### src/verilog/cpu_pkg.sv
package cpu_pkg;

  // Word size for data, instructions and pc
  localparam int data_width = 16;
  localparam int reg_addr_width = 4;
  localparam int num_regs = 16;

  // First fetch address
  localparam logic [data_width-1:0] reset_pc = '0;

  // Dropped RED opcode, decodes as a no-op
  // Loaded into IF/ID on reset and on a flush
  localparam logic [data_width-1:0] nop_instr = 16'h3000;

  // Opcodes in bits 15:12
  // 0011 and 0111 are unused and run as no-ops
  typedef enum logic [3:0] {
    op_add = 4'b0000,
    op_sub = 4'b0001,
    op_xor = 4'b0010,
    op_sll = 4'b0100,
    op_sra = 4'b0101,
    op_ror = 4'b0110,
    op_lw  = 4'b1000,
    op_sw  = 4'b1001,
    op_llb = 4'b1010,
    op_lhb = 4'b1011,
    op_b   = 4'b1100,
    op_br  = 4'b1101,
    op_pcs = 4'b1110,
    op_hlt = 4'b1111
  } opcode_t;

  // Branch conditions in bits 11:9
  typedef enum logic [2:0] {
    cond_ne = 3'b000,
    cond_eq = 3'b001,
    cond_gt = 3'b010,
    cond_lt = 3'b011,
    cond_ge = 3'b100,
    cond_le = 3'b101,
    cond_ov = 3'b110,
    cond_al = 3'b111
  } br_cond_t;

  // Execute operand source
  typedef enum logic [1:0] {
    fwd_none   = 2'b00,
    fwd_ex_mem = 2'b01,
    fwd_mem_wb = 2'b10
  } fwd_sel_t;

endpackage

### src/verilog/alu.sv
`timescale 1ns/10ps

module alu (
  input  cpu_pkg::opcode_t               opcode,
  input  logic [cpu_pkg::data_width-1:0] in_a,
  input  logic [cpu_pkg::data_width-1:0] in_b,
  input  logic [3:0]                     shamt,
  output logic [cpu_pkg::data_width-1:0] result,
  output logic                           zero,
  output logic                           overflow,
  output logic                           negative
);

  logic [cpu_pkg::data_width-1:0]   sum;
  logic [cpu_pkg::data_width-1:0]   diff;
  logic [2*cpu_pkg::data_width-1:0] rot;
  logic                             sum_ovf;
  logic                             diff_ovf;
  logic [cpu_pkg::data_width-1:0]   sat_val;

  // One adder, one subtractor
  assign sum  = in_a + in_b;
  assign diff = in_a - in_b;

  // Signed overflow
  // Add: same input signs, result sign differs
  assign sum_ovf  = (in_a[15] == in_b[15]) && (sum[15] != in_a[15]);
  // Sub: input signs differ, result sign differs from a
  assign diff_ovf = (in_a[15] != in_b[15]) && (diff[15] != in_a[15]);

  // Clamp toward the sign of in_a
  assign sat_val = in_a[15] ? 16'h8000 : 16'h7fff;

  // Rotate right via doubled word
  assign rot = {in_a, in_a} >> shamt;

  always_comb begin
    result   = '0;
    overflow = 1'b0;
    case (opcode)
      cpu_pkg::op_add: begin
        overflow = sum_ovf;
        result   = sum_ovf ? sat_val : sum;
      end
      cpu_pkg::op_sub: begin
        overflow = diff_ovf;
        result   = diff_ovf ? sat_val : diff;
      end
      // Address add, no clamp
      cpu_pkg::op_lw, cpu_pkg::op_sw: result = sum;
      cpu_pkg::op_xor: result = in_a ^ in_b;
      cpu_pkg::op_sll: result = in_a << shamt;
      cpu_pkg::op_sra: result = $signed(in_a) >>> shamt;
      cpu_pkg::op_ror: result = rot[cpu_pkg::data_width-1:0];
      default: result = '0;
    endcase
  end

  // Z and N from the final result
  assign zero     = (result == '0);
  assign negative = result[15];

endmodule

### src/verilog/cpu_core.sv
`timescale 1ns/10ps

module cpu_core (
  input  logic                           clk,
  input  logic                           arst_n,
  input  logic [cpu_pkg::data_width-1:0] inst,
  input  logic [cpu_pkg::data_width-1:0] dmem_rdata,
  output logic [cpu_pkg::data_width-1:0] pc,
  output logic [cpu_pkg::data_width-1:0] dmem_addr,
  output logic [cpu_pkg::data_width-1:0] dmem_wdata,
  output logic                           dmem_we,
  output logic                           hlt
);

  // Fetch
  logic [cpu_pkg::data_width-1:0]     next_pc;
  logic                               fetch_hlt;
  logic                               stall;
  logic                               flush;
  // IF/ID and decode
  logic [cpu_pkg::data_width-1:0]     id_instr;
  logic [cpu_pkg::data_width-1:0]     id_next_pc;
  cpu_pkg::opcode_t                   id_opcode;
  logic [cpu_pkg::reg_addr_width-1:0] id_rs;
  logic [cpu_pkg::reg_addr_width-1:0] id_src2;
  logic [cpu_pkg::reg_addr_width-1:0] id_rd;
  logic [cpu_pkg::data_width-1:0]     id_rs_val;
  logic [cpu_pkg::data_width-1:0]     id_src2_val;
  logic [cpu_pkg::data_width-1:0]     id_imm;
  logic                               id_reg_write;
  logic                               id_load;
  logic                               id_store;
  logic                               id_flag_write;
  logic                               id_hlt;
  logic                               branch_taken;
  logic [cpu_pkg::data_width-1:0]     branch_target;
  logic [2:0]                         flags;
  // ID/EX and execute
  logic                               ex_reg_write;
  logic                               ex_load;
  logic                               ex_store;
  logic                               ex_flag_write;
  logic                               ex_hlt;
  cpu_pkg::opcode_t                   ex_opcode;
  logic [cpu_pkg::reg_addr_width-1:0] ex_rs;
  logic [cpu_pkg::reg_addr_width-1:0] ex_src2;
  logic [cpu_pkg::reg_addr_width-1:0] ex_rd;
  logic [cpu_pkg::data_width-1:0]     ex_rs_val;
  logic [cpu_pkg::data_width-1:0]     ex_src2_val;
  logic [cpu_pkg::data_width-1:0]     ex_imm;
  logic [3:0]                         ex_shamt;
  logic [cpu_pkg::data_width-1:0]     ex_next_pc;
  cpu_pkg::fwd_sel_t                  fwd_a;
  cpu_pkg::fwd_sel_t                  fwd_b;
  logic [cpu_pkg::data_width-1:0]     ex_a_val;
  logic [cpu_pkg::data_width-1:0]     ex_b_val;
  logic                               ex_mem_op;
  logic [cpu_pkg::data_width-1:0]     alu_a;
  logic [cpu_pkg::data_width-1:0]     alu_b;
  logic [cpu_pkg::data_width-1:0]     alu_result;
  logic                               alu_zero;
  logic                               alu_overflow;
  logic                               alu_negative;
  logic [cpu_pkg::data_width-1:0]     ex_merge;
  logic [cpu_pkg::data_width-1:0]     ex_result;
  // EX/MEM
  logic                               mem_reg_write;
  logic                               mem_load;
  logic                               mem_store;
  logic                               mem_hlt;
  logic [cpu_pkg::reg_addr_width-1:0] mem_rd;
  logic [cpu_pkg::reg_addr_width-1:0] mem_src2;
  logic [cpu_pkg::data_width-1:0]     mem_result;
  logic [cpu_pkg::data_width-1:0]     mem_store_data;
  logic                               fwd_store;
  // MEM/WB
  logic                               wb_reg_write;
  logic                               wb_load;
  logic                               wb_hlt;
  logic [cpu_pkg::reg_addr_width-1:0] wb_rd;
  logic [cpu_pkg::data_width-1:0]     wb_result;
  logic [cpu_pkg::data_width-1:0]     wb_rdata;
  logic [cpu_pkg::data_width-1:0]     wb_data;

  // Fetch stage
  assign next_pc   = pc + cpu_pkg::data_width'(2);
  assign fetch_hlt = (inst[15:12] == cpu_pkg::op_hlt);

  // Taken branch overrides a HLT in fetch
  always_ff @(posedge clk or negedge arst_n) begin
    if (!arst_n) begin
      pc <= cpu_pkg::reset_pc;
    end else if (flush) begin
      pc <= branch_target;
    end else if (!stall && !fetch_hlt) begin
      pc <= next_pc;
    end
  end

  // IF/ID word drives decode controls, so it resets to a no-op
  always_ff @(posedge clk or negedge arst_n) begin
    if (!arst_n) begin
      id_instr <= cpu_pkg::nop_instr;
    end else if (flush) begin
      id_instr <= cpu_pkg::nop_instr;
    end else if (!stall) begin
      id_instr <= inst;
    end
  end

  always_ff @(posedge clk) begin
    if (!stall) begin
      id_next_pc <= next_pc;
    end
  end

  // Decode stage
  assign id_rs  = id_instr[7:4];
  assign id_hlt = (id_opcode == cpu_pkg::op_hlt);

  register_file regfile (
    .clk(clk), .arst_n(arst_n),
    .rs_addr(id_rs), .rt_addr(id_src2),
    .wr_addr(wb_rd), .wr_en(wb_reg_write), .wr_data(wb_data),
    .rs_data(id_rs_val), .rt_data(id_src2_val)
  );

  decode_unit decode (
    .instr(id_instr), .next_pc(id_next_pc), .rs_value(id_rs_val), .flags(flags),
    .opcode(id_opcode), .src2_addr(id_src2), .dst_addr(id_rd), .imm_ext(id_imm),
    .reg_write(id_reg_write), .mem_read(id_load), .mem_write(id_store),
    .flag_write(id_flag_write), .branch_taken(branch_taken),
    .branch_target(branch_target)
  );

  hazard_unit hdu (
    .id_opcode(id_opcode), .id_rs(id_rs), .id_src2(id_src2),
    .ex_mem_read(ex_load), .ex_flag_write(ex_flag_write),
    .ex_reg_write(ex_reg_write), .ex_rd(ex_rd),
    .mem_reg_write(mem_reg_write), .mem_rd(mem_rd),
    .branch_taken(branch_taken), .stall(stall), .flush(flush)
  );

  // ID/EX controls, bubble on stall
  always_ff @(posedge clk or negedge arst_n) begin
    if (!arst_n) begin
      {ex_reg_write, ex_load, ex_store, ex_flag_write, ex_hlt} <= '0;
    end else if (stall) begin
      {ex_reg_write, ex_load, ex_store, ex_flag_write, ex_hlt} <= '0;
    end else begin
      {ex_reg_write, ex_load, ex_store, ex_flag_write, ex_hlt} <=
        {id_reg_write, id_load, id_store, id_flag_write, id_hlt};
    end
  end

  always_ff @(posedge clk) begin
    ex_opcode   <= id_opcode;
    ex_rs       <= id_rs;
    ex_src2     <= id_src2;
    ex_rd       <= id_rd;
    ex_rs_val   <= id_rs_val;
    ex_src2_val <= id_src2_val;
    ex_imm      <= id_imm;
    ex_shamt    <= id_instr[3:0];
    ex_next_pc  <= id_next_pc;
  end

  // Execute stage
  forwarding_unit forward (
    .ex_rs(ex_rs), .ex_src2(ex_src2),
    .mem_rd(mem_rd), .mem_reg_write(mem_reg_write),
    .wb_rd(wb_rd), .wb_reg_write(wb_reg_write),
    .mem_store_src(mem_src2),
    .fwd_a(fwd_a), .fwd_b(fwd_b), .fwd_store(fwd_store)
  );

  assign ex_a_val = (fwd_a == cpu_pkg::fwd_ex_mem) ? mem_result :
                    (fwd_a == cpu_pkg::fwd_mem_wb) ? wb_data : ex_rs_val;
  assign ex_b_val = (fwd_b == cpu_pkg::fwd_ex_mem) ? mem_result :
                    (fwd_b == cpu_pkg::fwd_mem_wb) ? wb_data : ex_src2_val;

  // LW/SW address, halfword aligned base plus offset
  assign ex_mem_op = (ex_opcode == cpu_pkg::op_lw) || (ex_opcode == cpu_pkg::op_sw);
  assign alu_a     = ex_mem_op ? {ex_a_val[15:1], 1'b0} : ex_a_val;
  assign alu_b     = ex_mem_op ? ex_imm : ex_b_val;

  alu alu_ex (
    .opcode(ex_opcode), .in_a(alu_a), .in_b(alu_b), .shamt(ex_shamt),
    .result(alu_result), .zero(alu_zero), .overflow(alu_overflow),
    .negative(alu_negative)
  );

  // Byte merge into old Rd
  assign ex_merge = (ex_opcode == cpu_pkg::op_lhb) ? {ex_imm[15:8], ex_b_val[7:0]} :
                                                     {ex_b_val[15:8], ex_imm[7:0]};

  always_comb begin
    case (ex_opcode)
      cpu_pkg::op_pcs:                 ex_result = ex_next_pc;
      cpu_pkg::op_llb, cpu_pkg::op_lhb: ex_result = ex_merge;
      default:                         ex_result = alu_result;
    endcase
  end

  // Z from every setter
  // V and N only from ADD/SUB
  always_ff @(posedge clk or negedge arst_n) begin
    if (!arst_n) begin
      flags <= '0;
    end else if (ex_flag_write) begin
      flags[2] <= alu_zero;
      if ((ex_opcode == cpu_pkg::op_add) || (ex_opcode == cpu_pkg::op_sub)) begin
        flags[1:0] <= {alu_overflow, alu_negative};
      end
    end
  end

  // EX/MEM
  always_ff @(posedge clk or negedge arst_n) begin
    if (!arst_n) begin
      {mem_reg_write, mem_load, mem_store, mem_hlt} <= '0;
    end else begin
      {mem_reg_write, mem_load, mem_store, mem_hlt} <=
        {ex_reg_write, ex_load, ex_store, ex_hlt};
    end
  end

  always_ff @(posedge clk) begin
    mem_rd         <= ex_rd;
    mem_src2       <= ex_src2;
    mem_result     <= ex_result;
    mem_store_data <= ex_b_val;
  end

  // Memory stage ports
  assign dmem_addr  = mem_result;
  assign dmem_we    = mem_store;
  assign dmem_wdata = fwd_store ? wb_data : mem_store_data;

  // MEM/WB
  always_ff @(posedge clk or negedge arst_n) begin
    if (!arst_n) begin
      {wb_reg_write, wb_load, wb_hlt} <= '0;
    end else begin
      {wb_reg_write, wb_load, wb_hlt} <= {mem_reg_write, mem_load, mem_hlt};
    end
  end

  always_ff @(posedge clk) begin
    wb_rd     <= mem_rd;
    wb_result <= mem_result;
    wb_rdata  <= dmem_rdata;
  end

  // Writeback select
  assign wb_data = wb_load ? wb_rdata : wb_result;

  // Pc frozen on HLT keeps refilling the pipe, so this holds
  assign hlt = wb_hlt;

  no_load_store_overlap: assert property (@(posedge clk) disable iff (!arst_n)
    !(dmem_we && mem_load))
    else $error("load and store together in memory stage");

endmodule

### src/verilog/decode_unit.sv
`timescale 1ns/10ps

module decode_unit (
  input  logic [cpu_pkg::data_width-1:0]     instr,
  input  logic [cpu_pkg::data_width-1:0]     next_pc,
  input  logic [cpu_pkg::data_width-1:0]     rs_value,
  input  logic [2:0]                         flags,
  output cpu_pkg::opcode_t                   opcode,
  output logic [cpu_pkg::reg_addr_width-1:0] src2_addr,
  output logic [cpu_pkg::reg_addr_width-1:0] dst_addr,
  output logic [cpu_pkg::data_width-1:0]     imm_ext,
  output logic                               reg_write,
  output logic                               mem_read,
  output logic                               mem_write,
  output logic                               flag_write,
  output logic                               branch_taken,
  output logic [cpu_pkg::data_width-1:0]     branch_target
);

  cpu_pkg::br_cond_t              cond;
  logic                           flag_z;
  logic                           flag_v;
  logic                           flag_n;
  logic                           cond_met;
  logic [cpu_pkg::data_width-1:0] br_offset;

  assign opcode   = cpu_pkg::opcode_t'(instr[15:12]);
  assign cond     = cpu_pkg::br_cond_t'(instr[11:9]);
  assign dst_addr = instr[11:8];
  // Flag order Z, V, N
  assign {flag_z, flag_v, flag_n} = flags;

  always_comb begin
    // Default is Rt source, nothing written
    src2_addr  = instr[3:0];
    imm_ext    = '0;
    reg_write  = 1'b0;
    mem_read   = 1'b0;
    mem_write  = 1'b0;
    flag_write = 1'b0;
    case (opcode)
      cpu_pkg::op_add, cpu_pkg::op_sub, cpu_pkg::op_xor,
      cpu_pkg::op_sll, cpu_pkg::op_sra, cpu_pkg::op_ror: begin
        reg_write  = 1'b1;
        flag_write = 1'b1;
      end
      cpu_pkg::op_lw: begin
        src2_addr = instr[11:8];
        imm_ext   = {{11{instr[3]}}, instr[3:0], 1'b0};
        reg_write = 1'b1;
        mem_read  = 1'b1;
      end
      // Rd is store data
      cpu_pkg::op_sw: begin
        src2_addr = instr[11:8];
        imm_ext   = {{11{instr[3]}}, instr[3:0], 1'b0};
        mem_write = 1'b1;
      end
      // Old Rd merged with byte in place
      cpu_pkg::op_llb: begin
        src2_addr = instr[11:8];
        imm_ext   = {8'h00, instr[7:0]};
        reg_write = 1'b1;
      end
      cpu_pkg::op_lhb: begin
        src2_addr = instr[11:8];
        imm_ext   = {instr[7:0], 8'h00};
        reg_write = 1'b1;
      end
      cpu_pkg::op_pcs: reg_write = 1'b1;
      // B, BR, HLT and unused opcodes
      default: reg_write = 1'b0;
    endcase
  end

  // Condition table against current flags
  always_comb begin
    case (cond)
      cpu_pkg::cond_ne: cond_met = !flag_z;
      cpu_pkg::cond_eq: cond_met = flag_z;
      cpu_pkg::cond_gt: cond_met = !flag_z && !flag_n;
      cpu_pkg::cond_lt: cond_met = flag_n;
      cpu_pkg::cond_ge: cond_met = flag_z || (!flag_z && !flag_n);
      cpu_pkg::cond_le: cond_met = flag_n || flag_z;
      cpu_pkg::cond_ov: cond_met = flag_v;
      default:          cond_met = 1'b1;
    endcase
  end

  // Halfword offset, relative to next instruction
  assign br_offset = {{6{instr[8]}}, instr[8:0], 1'b0};

  assign branch_taken  = ((opcode == cpu_pkg::op_b) || (opcode == cpu_pkg::op_br)) && cond_met;
  assign branch_target = (opcode == cpu_pkg::op_br) ? rs_value : next_pc + br_offset;

endmodule

### src/verilog/forwarding_unit.sv
`timescale 1ns/10ps

module forwarding_unit (
  input  logic [cpu_pkg::reg_addr_width-1:0] ex_rs,
  input  logic [cpu_pkg::reg_addr_width-1:0] ex_src2,
  input  logic [cpu_pkg::reg_addr_width-1:0] mem_rd,
  input  logic                               mem_reg_write,
  input  logic [cpu_pkg::reg_addr_width-1:0] wb_rd,
  input  logic                               wb_reg_write,
  input  logic [cpu_pkg::reg_addr_width-1:0] mem_store_src,
  output cpu_pkg::fwd_sel_t                  fwd_a,
  output cpu_pkg::fwd_sel_t                  fwd_b,
  output logic                               fwd_store
);

  // Newest producer wins, R0 never forwarded
  function automatic cpu_pkg::fwd_sel_t pick_src(
    input logic [cpu_pkg::reg_addr_width-1:0] src
  );
    cpu_pkg::fwd_sel_t sel;
    sel = cpu_pkg::fwd_none;
    if (mem_reg_write && (mem_rd != '0) && (mem_rd == src)) begin
      sel = cpu_pkg::fwd_ex_mem;
    end else if (wb_reg_write && (wb_rd != '0) && (wb_rd == src)) begin
      sel = cpu_pkg::fwd_mem_wb;
    end
    return sel;
  endfunction

  assign fwd_a = pick_src(ex_rs);
  assign fwd_b = pick_src(ex_src2);

  // Store data from writeback when it matches
  assign fwd_store = wb_reg_write && (wb_rd != '0) && (wb_rd == mem_store_src);

endmodule

### src/verilog/hazard_unit.sv
`timescale 1ns/10ps

module hazard_unit (
  input  cpu_pkg::opcode_t                   id_opcode,
  input  logic [cpu_pkg::reg_addr_width-1:0] id_rs,
  input  logic [cpu_pkg::reg_addr_width-1:0] id_src2,
  input  logic                               ex_mem_read,
  input  logic                               ex_flag_write,
  input  logic                               ex_reg_write,
  input  logic [cpu_pkg::reg_addr_width-1:0] ex_rd,
  input  logic                               mem_reg_write,
  input  logic [cpu_pkg::reg_addr_width-1:0] mem_rd,
  input  logic                               branch_taken,
  output logic                               stall,
  output logic                               flush
);

  logic is_branch;
  logic load_use;
  logic flag_wait;
  logic rs_wait;

  assign is_branch = (id_opcode == cpu_pkg::op_b) || (id_opcode == cpu_pkg::op_br);

  // LW in execute feeding either decode source
  assign load_use = ex_mem_read && (ex_rd != '0) &&
                    ((ex_rd == id_rs) || (ex_rd == id_src2));

  // Flags not final until the setter leaves execute
  assign flag_wait = is_branch && ex_flag_write;

  // BR target register still in flight
  // MEM/WB case covered by register file bypass
  assign rs_wait = (id_opcode == cpu_pkg::op_br) && (id_rs != '0) &&
                   ((ex_reg_write && (ex_rd == id_rs)) ||
                    (mem_reg_write && (mem_rd == id_rs)));

  assign stall = load_use || flag_wait || rs_wait;

  // Redirect only once the branch is resolved
  assign flush = branch_taken && !stall;

  // Taken flag from decode only for B or BR
  flush_only_on_branch: assert final (!flush || is_branch)
    else $error("flush raised without a branch in decode");

endmodule

### src/verilog/register_file.sv
`timescale 1ns/10ps

module register_file (
  input  logic                               clk,
  input  logic                               arst_n,
  input  logic [cpu_pkg::reg_addr_width-1:0] rs_addr,
  input  logic [cpu_pkg::reg_addr_width-1:0] rt_addr,
  input  logic [cpu_pkg::reg_addr_width-1:0] wr_addr,
  input  logic                               wr_en,
  input  logic [cpu_pkg::data_width-1:0]     wr_data,
  output logic [cpu_pkg::data_width-1:0]     rs_data,
  output logic [cpu_pkg::data_width-1:0]     rt_data
);

  logic [cpu_pkg::data_width-1:0] regs [cpu_pkg::num_regs];

  // Write on rising edge, R0 never written
  always_ff @(posedge clk or negedge arst_n) begin
    if (!arst_n) begin
      for (int i = 0; i < cpu_pkg::num_regs; i++) begin
        regs[i] <= '0;
      end
    end else if (wr_en && (wr_addr != '0)) begin
      regs[wr_addr] <= wr_data;
    end
  end

  // R0 reads zero
  // Same-cycle write is bypassed to the read ports
  assign rs_data = (rs_addr == '0) ? '0 :
                   (wr_en && (wr_addr == rs_addr)) ? wr_data : regs[rs_addr];
  assign rt_data = (rt_addr == '0) ? '0 :
                   (wr_en && (wr_addr == rt_addr)) ? wr_data : regs[rt_addr];

  // R0 stays zero across any write
  r0_stays_zero: assert property (@(posedge clk) disable iff (!arst_n)
    wr_en |=> (regs[0] == '0))
    else $error("R0 changed after a write");

endmodule
### config.mk
export PLATFORM = sky130hd
export DESIGN_NAME = cpu_core
export DESIGN_NICKNAME = d
export VERILOG_FILES = /design/src/verilog/cpu_pkg.sv /design/src/verilog/alu.sv /design/src/verilog/cpu_core.sv /design/src/verilog/decode_unit.sv /design/src/verilog/forwarding_unit.sv /design/src/verilog/hazard_unit.sv /design/src/verilog/register_file.sv
export SDC_FILE = /design/constraint.sdc
export NUM_CORES = 1
export LEC_CHECK = 0
export BUFFER_PORTS_ARGS = -buffer_cell sky130_fd_sc_hd__buf_2
export CORE_ASPECT_RATIO = 1.75
export CORE_MARGIN = 5
export CORE_UTILIZATION = 55
export CTS_CLUSTER_DIAMETER = 120
export DETAILED_ROUTE_END_ITERATION = 6
export GPL_TIMING_DRIVEN = 0
export MAX_ROUTING_LAYER = met4
export PLACE_DENSITY = 0.76
export SYNTH_ARGS = -nofsm -noshare
export SYNTH_HDL_FRONTEND = slang
export SYNTH_SLANG_ARGS = --single-unit
### constraint.sdc
create_clock -name clk -period 16.4 [get_ports clk]
set_input_delay 0.82 -clock clk [delete_from_list [all_inputs] [get_ports clk]]
set_output_delay 0.82 -clock clk [all_outputs]
set_load 0.005 [all_outputs]
==> results list, run 1 <==
* Outcome: finished, final reports clean
- Die area: ~54000 sq um
* Detailed-route vias per instance: around 7
- Summed over all nets, the switching power comes to ~3400 uW.
* Average routed wire per standard cell: around 33 um
- Total Nets Final: roughly 3400
* Number of buffers and inverters on the critical path: 4
- Flip-flop and latch count after synthesis: 479
- Sequential share of the synthesized area: between 40% and 50%
- Clock latency on the worst-skew pair: about 0.60 ns
- Setup violations, final: 0
* Count of yosys warnings during synthesis: 0
* Maximum root-to-sink buffer count: 3
- Highest net fanout along the worst path: 10
- The min-delay analysis places its worst path in the category input port to async pin.
- The synthesized design contains 16 enable-type register cells.
* FP Rows: between 100 and 150
- For the final database, setup skew stands at roughly 0.035 ns.
- H-tree depth reported by CTS: 2
- Once detail routing completed, the nets flagged for antenna violations numbered 0.
* Total negative slack for setup checks: 0 ns
- Most flop-heavy register: regfile.regs
- Detailed router's first-iteration violation count: a little over 4000
- Fill cell count: between 4000 and 5000
- Summing all multi-input logic gate instances after layout gives between 10000 and 15000 sq um.
- The tool flagged a number of max-cap violations equal to 0.
- The total overflow left after global routing is 0.
* GRT Resource Usage Total: 50.4%
* Ratio of cells with drive above 1 in the final layout: under 10%
* Leading register cell type out of synthesis: sky130_fd_sc_hd__dfrtp_1
- The die is around 180 um wide.
* LEAKAGE: roughly 0.012 uW
- After synthesis, the mean cell area works out to 8.56 sq um.
* Via count of the first global-routing pass: 28059
- The sequential cells in the finished layout cover a total of 11300 sq um.
- Dominant cell type by count on the critical path: sky130_fd_sc_hd__nor2_1
* Top cell family by delay on the critical path: compound AO/OA/AOI/OAI gates
- Wires add up to approximately 130000 um.
- The critical path in this run is classified as register to register.
* Power share of the clock group: ~15%
* Via count: between 20000 and 30000
- Internal Dissipation: about 3500 uW
- Starting utilization of the core area: ~55%
- Registers are responsible for between 30% and 40% of the overall power.
- Routability-driven placement finished with a final weighted congestion of roughly 1.2.
- TritonCTS created 43 clock buffers.
- Once the clock tree was built, the setup fixing pass inserted 0 buffers.
- Wire length of the first global-routing pass: ~190000 um
- The number of different library cells used by synthesis comes to 81.
- Final number of max-transition violations: 0
- Nature of the critical path endpoint: register
* Mapped Cells: 3143
- TritonCTS built the clock tree.
- Number of antenna violations at the first check in global routing: 1
- For this run, the detailed router's first-pass iteration total came to 7.
- Critical path required time: about 17 ns
- Crit path max-delay cell type: sky130_fd_sc_hd__a2111oi_0
* Total DRC errors in the routed layout: 0
- Remaining max-slew budget at the tightest pin: around 2.6%
- Unrepaired setup endpoints after global routing: false
* CP arrival: approximately 11 ns
- Dividing total power by cell area gives a power density of approximately 230 nW/um^2.
- Fraction of power spent switching nets: around half
- Based on the critical path, the design can be clocked at up to around 96 MHz.
- Biggest area contributors in the synthesized netlist: sky130_fd_sc_hd__dfrtp_1, sky130_fd_sc_hd__dfxtp_1, sky130_fd_sc_hd__mux4_2, sky130_fd_sc_hd__nand2_1, sky130_fd_sc_hd__a21oi_1
- Power, Total: 6850 uW
* Post-synthesis cell type with the largest combined area: sky130_fd_sc_hd__dfrtp_1
- Entering global routing, the biggest net connects 110 pins.
* Final cycle utilization of the critical path: 63.6%
- The synthesized netlist occupies a cell area of between 20000 and 30000 sq um.
- In this run the vertical extent of the chip is about 300 um.
* Slowest stage delay, CP: between 1 and 1.5 ns
- Detailed placement finished with a half-perimeter wire length of approximately 100000 um.
* Number of port buffers: 83
* Maximum VDD drop: roughly 130 uV
* Gate power share: between 50 and 60%
- The number of hold-slack violations in the final timing report was 0.
- The worst setup path is launched from a register.
* Io pins: 84
- Max reg flops: 256
- Clock-pin transition on the worst setup and hold timing paths: about 0.070 ns
* Total of cells resized after clock tree synthesis: 0
* Actual slew at the worst max-slew pin: approximately 1.4 ns
- After clock tree synthesis, the flow added hold-fix buffers numbering 0.
- CTS placed an instance of sky130_fd_sc_hd__clkbuf_16 at the clock tree root.
* Shortest clock period the worst path allows after layout: approximately 10 ns
- The region available for standard cell placement spans 48600 sq um.
* Area growth from synthesis to layout: 10.3%
* Area share of the largest cell type after synthesis: 28.0%
* Async set-reset flop share out of synthesis: a little over three fifths
- Number of nets produced by synthesis: around 3200
* Clock Sinks: approximately 480
worst register-to-register path, delay by kind of cell (launching register included):
kind,cells,cell delay [ns]
AND/OR/NAND/NOR,9,1.82
adder cells (fa/ha/maj),2,0.81
buffers and inverters,4,1.78
XOR/XNOR,1,0.22
flip-flops,1,0.38
AO/OA/AOI/OAI,16,5.35
layer usage:
| layer | track usage, % | vias up | wire length, um |
|---|---|---|---|
| met5 | - | - | 0 |
| met4 | 57.3 | 0 | 21200 |
| met1 | 45.5 | 12965 | 35700 |
| met2 | 79.1 | 2374 | 60800 |
| li1 | - | 11377 | - |
| met3 | 14.0 | 1225 | 12100 |
logic make-up after synthesis:
logic type               after synthesis  synth area share (%)
buffers and inverters                355                  5.08
XOR/XNOR                              86                  2.80
AO/OA/AOI/OAI                        816                  18.5
AND/OR/NAND/NOR                     1202                  19.2
adder cells (fa/ha/maj)               49                  2.39
multiplexers                         156                  10.2
flip-flops                           479                  41.9
power by group through the flow:
stage	sequential [uW]	combinational, uW	clock (uW)
after floorplan	1920	2190	0
after global routing	2140	3850	1100
after detailed placement	2100	3460	0
final	2120	3680	1050
after global placement	2070	3380	0
after CTS	2080	3480	1040
path summary, 6_finish.rpt:
path	from	depth (start not counted)	slack, ns	endpoint
max	wb_rd[1]	32	5.97	flags[2]
min	arst_n	1	0.24	regfile.regs[85]
max reg2reg	wb_rd[1]	32	5.97	flags[2]
min reg2reg	mem_hlt	0	0.35	hlt
max in group asynchronous	arst_n	3	14.53	hlt
min in group clk	dmem_rdata[5]	1	0.34	wb_rdata[5]
stage by stage:
stage | instances | instance area [sq um] | setup WS (ns) | utilization, % | hold slack [ns]
global route | 3963 | 29700 | 5.52 | 61.1 | 0.341
floorplan | 3143 | 26900 | 9.63 | - | 0.331
detailed placement | 3884 | 28200 | 6.47 | 58.1 | 0.341
finish | 3963 | 29700 | 5.97 | 61.1 | 0.243
CTS | 3961 | 29700 | 6.39 | 61.0 | 0.342
global placement | 3880 | 28100 | 5.66 | 57.9 | 0.333
synthesized netlist by cell type (10+ instances only):
cell type                  instances
sky130_fd_sc_hd__a211o_1          13
sky130_fd_sc_hd__a211oi_1         12
sky130_fd_sc_hd__a21o_1           10
sky130_fd_sc_hd__a21oi_1         344
sky130_fd_sc_hd__a222oi_1         16
sky130_fd_sc_hd__a22oi_1          13
sky130_fd_sc_hd__a311oi_1         49
sky130_fd_sc_hd__a31oi_1          34
sky130_fd_sc_hd__and3_1           63
sky130_fd_sc_hd__buf_1            20
sky130_fd_sc_hd__clkbuf_1        246
sky130_fd_sc_hd__dfrtp_1         301
sky130_fd_sc_hd__dfxtp_1         160
sky130_fd_sc_hd__edfxtp_1         16
sky130_fd_sc_hd__ha_1             45
sky130_fd_sc_hd__inv_1            72
sky130_fd_sc_hd__mux2i_1          58
sky130_fd_sc_hd__mux4_2           93
sky130_fd_sc_hd__nand2_1         488
sky130_fd_sc_hd__nand2b_1         30
sky130_fd_sc_hd__nand3_1         116
sky130_fd_sc_hd__nor2_1          394
sky130_fd_sc_hd__nor2b_1          13
sky130_fd_sc_hd__nor3_1           39
sky130_fd_sc_hd__nor4_1           18
sky130_fd_sc_hd__o211ai_1         16
sky130_fd_sc_hd__o21ai_0         201
sky130_fd_sc_hd__o21bai_1         11
sky130_fd_sc_hd__o22ai_1          11
sky130_fd_sc_hd__o31a_1           13
sky130_fd_sc_hd__or3_1            12
sky130_fd_sc_hd__xnor2_1          48
sky130_fd_sc_hd__xor2_1           38
cell usage in the layout, fill, tap and decap left out, types with 8 or more instances in the layout:
cell type	synthesis	layout
sky130_fd_sc_hd__xnor2_1	48	48
sky130_fd_sc_hd__xor2_1	38	38
sky130_fd_sc_hd__mux2i_1	58	58
sky130_fd_sc_hd__nor3_1	39	38
sky130_fd_sc_hd__a31oi_1	34	34
sky130_fd_sc_hd__mux4_2	93	93
sky130_fd_sc_hd__o21ai_0	201	200
sky130_fd_sc_hd__a22oi_1	13	13
sky130_fd_sc_hd__a21oi_1	344	344
sky130_fd_sc_hd__a311oi_1	49	49
sky130_fd_sc_hd__nand2_1	488	488
sky130_fd_sc_hd__dfxtp_1	160	160
sky130_fd_sc_hd__clkbuf_16	0	46
sky130_fd_sc_hd__nand4_1	8	8
sky130_fd_sc_hd__o31a_1	13	13
sky130_fd_sc_hd__nand2b_1	30	30
sky130_fd_sc_hd__and3_1	63	63
sky130_fd_sc_hd__nor2_1	394	394
sky130_fd_sc_hd__buf_2	3	86
sky130_fd_sc_hd__clkbuf_1	246	254
sky130_fd_sc_hd__a211o_1	13	13
sky130_fd_sc_hd__nor2b_1	13	13
sky130_fd_sc_hd__o21bai_1	11	11
sky130_fd_sc_hd__buf_1	20	20
sky130_fd_sc_hd__or3_1	12	12
sky130_fd_sc_hd__o22ai_1	11	11
sky130_fd_sc_hd__inv_1	72	72
sky130_fd_sc_hd__a211oi_1	12	12
sky130_fd_sc_hd__a21o_1	10	10
sky130_fd_sc_hd__dfrtp_1	301	301
sky130_fd_sc_hd__nand3_1	116	116
sky130_fd_sc_hd__ha_1	45	45
sky130_fd_sc_hd__o211ai_1	16	16
sky130_fd_sc_hd__a2111oi_0	9	8
sky130_fd_sc_hd__a222oi_1	16	16
sky130_fd_sc_hd__edfxtp_1	16	16
sky130_fd_sc_hd__nor4_1	18	16
area by class of cell:
cell class	instances	area share [%]
Clock inverter	13	0.430
Clock buffer	64	4.34
Multi-Input combinational cell	2309	48.2
Timing Repair Buffer	88	1.70
Inverter	80	1.01
Antenna cell	1	0.00843
Sequential cell	479	38.0
Tap cell	654	2.76
Buffer	275	3.60
(Power assumes the default switching activity.)
==> run 2, diff against run 1 <==
==> constraint.sdc (replaced) <==
create_clock -name clk -period 10.3 [get_ports clk]
set_input_delay 0.515 -clock clk [delete_from_list [all_inputs] [get_ports clk]]
set_output_delay 0.515 -clock clk [all_outputs]
set_load 0.005 [all_outputs]
==> run 2 against run 1 <==
The run now ends with design-rule violations, negative hold slack left. Combinational power increased by 60%. Non-clock buffer count unchanged. Clock power increased by 59%. Cell count increased by 0.20%. Die area unchanged. Clock skew decreased by 0.0030 ns. Sequential share of layout area about the same.
==> results list, run 2 (synthesis gave the netlist of run 1 again) <==
- The flow ran to the end, but the final reports show violations.
* Failing checks: design-rule violations, negative hold slack
- Max-Cap Viols: 0
- After the flow finishes, the layout carries non-filler instances totaling around 4000.
* Most common library cell in the layout ignoring fill and taps: sky130_fd_sc_hd__nand2_1
* Hold slack: -0.00959 ns
- Number of placed instances, taps included: 3884
* H-tree depth reported by CTS: 2
* Via count of the first global-routing pass: ~28000
- LEAKAGE: around 0.012 uW
- Worst hold path type: input port to async pin
* R2R Path End: flags[2]
* Maximum number of pins on one net before global-route repair: 110
- Final number of max-transition violations: 0
- Via count: between 20000 and 30000
- The number of hold-slack violations in the final timing report was 7.
- Area inside the core boundary: slightly below 50000 sq um
- Relative to the synthesized area, the layout overhead comes to 10.5%.
- Counting the buffers created by CTS gives 43.
- The worst-case IR drop observed on VDD is approximately 200 uV.
- The smallest clock period supported by the final layout is computed as 9.78 ns.
- Counting flops per register, the top entry is regfile.regs.
- For this run, the slowest stage of the critical path takes a little over 0.8 ns.
- Maximum root-to-sink buffer count: 3
- The detail route stage leaves a number of antenna-violating nets equal to 0.
- Summed over all layers, the global routing overflow is 0.
* Die height: 303 um
* Hold_buf cts: 0
- Ratio of cells with drive above 1 in the final layout: 8.71%
- Buffers placed on the I/O ports in this run total 83.
- Clock latency on the worst-skew pair: roughly 0.59 ns
- At the worst endpoint, the arrival time is 10.25 ns.
- Remaining max-slew budget at the tightest pin: 4.09%
- Routability congestion estimate from global placement: approximately 1.2
* Routed wire length: ~130000 um
- Number of antenna violations at the first check in global routing: 4
* Die X: 177 um
* Nature of the critical path endpoint: register
* Root buf cell: sky130_fd_sc_hd__clkbuf_16
* Worst R2R Setup Slack: roughly 0.52 ns
- Among all stages on the critical path, the largest delay is contributed by sky130_fd_sc_hd__a2111oi_1.
- Global routing consumed, over all layers together, between 50% and 60% of the routing resources.
- Of the available clock period, the critical path in the final layout requires between 90% and 100%.
- Clock Sinks: between 400 and 500
- Based on the critical path, the design can be clocked at up to slightly above 100 MHz.
- Total area of sequential cells: around 11000 sq um
* Actual slew at the worst max-slew pin: about 1.4 ns
* Detailed router's first-iteration violation count: just over 4000
* Highest net fanout along the worst path: 10
- Path depth of the worst reg2reg path: 32
- STA classifies the critical path startpoint as a register.
* Total Nets Final: 3359
- Unrepaired setup endpoints after global routing: false
- Detailed placement finished with a half-perimeter wire length of between 100000 and 150000 um.
- First-pass iteration count of the detailed router: 7
- The floorplan has between 100 and 150 rows.
* WS Path Type: register to register
- By instance count, the cell type seen most on the critical path is sky130_fd_sc_hd__nor2_1.
- In the final routed layout, each cell accounts on average for between 30 and 40 um.
- Once the floorplan was initialized, standard cells occupied between 50% and 60% of the core.
* Io pins: 84
* TritonCTS clock tree: yes
- Clock-pin slew was measured on the worst setup and hold paths at approximately 0.070 ns.
- The layout has approximately 4300 filler cells.
- Setup violations remaining at the end of the flow were counted as 0.
* Total power per unit cell area: 367 nW/um^2
* Total DRC errors in the routed layout: 21
- Total negative slack for setup checks: 0 ns
- Detailed-route vias per instance: 7.05
* Die area: roughly 54000 sq um
- Post-Route Skew: between 0.03 and 0.04 ns
* Wire length of the first global-routing pass: around 190000 um
* Area of the multi-input gates: 14300 sq um
- Critical path required time: 10.77 ns
- Source of the worst register-to-register timing path: wb_rd[1]
* Max reg flops: approximately 260
- In the layout the commonest cells are sky130_fd_sc_hd__nand2_1, sky130_fd_sc_hd__nor2_1, sky130_fd_sc_hd__a21oi_1.
-- run 2: critical path: cells and delay by family (launching register included) --
| kind | cells | cell delay (ns) |
|---|---|---|
| compound gates | 14 | 4.07 |
| simple gates | 10 | 1.92 |
| flops | 1 | 0.39 |
| xor+xnor | 1 | 0.22 |
| buf+inv | 5 | 2.18 |
| fa+ha+maj | 2 | 0.88 |
-- run 2: final cells by class --
class	count	share of cell area, %
clock inverters	13	0.429
well taps	654	2.75
plain buffers	275	3.60
clock buffers	64	4.34
repair buffers	88	1.72
flip-flops and latches	479	37.9
multi-input cells	2309	48.2
diodes	9	0.0758
inverters	80	1.01
-- run 2: report_power, final --
part / total, uW / internal (uW) / switching (uW)
Combinational: 5880 / 1920 / 3960
Sequential: 3370 / 2660 / 708
Clock: 1670 / 920 / 747
Total: 10900 / 5500 / 5410
-- run 2: what timing repair did --
action | CTS | global route
endpoints found under the setup margin | 0 | 1
buffers inserted | 0 | 0
gates resized for setup | 0 | 5
-- run 2: worst max-delay path by stage --
stage / from / endpoint / slack, ns
3_3_place_gp: wb_rd[1] / flags[2] / -0.44
4_1_cts: wb_rd[1] / flags[2] / 0.29
2_1_floorplan: wb_rd[0] / flags[2] / 3.53
6_report: wb_rd[1] / flags[2] / 0.52
3_5_place_dp: wb_rd[1] / flags[2] / 0.37
5_1_grt: wb_rd[1] / flags[2] / 0.07
-- run 2: per-stage QoR --
stage,cell area [sq um],power [uW],hold slack (ns),utilization (%),setup WS [ns]
finish,29700,10900,-0.00959,61.1,0.524
global placement,28100,8680,0.333,57.9,-0.445
floorplan,26900,6550,0.219,-,3.53
detailed placement,28200,8840,0.341,58.1,0.372
CTS,29700,10500,0.0367,61.0,0.292
global route,29700,11300,0.0476,61.1,0.0699
-- run 2: layer usage --
layer | up-vias | wire (um) | global-route usage, %
met5 | - | 0 | -
met4 | 0 | 21300 | 58.5
met3 | 1214 | 11700 | 13.6
met2 | 2403 | 60600 | 78.5
met1 | 12996 | 36000 | 45.0
li1 | 11400 | - | -
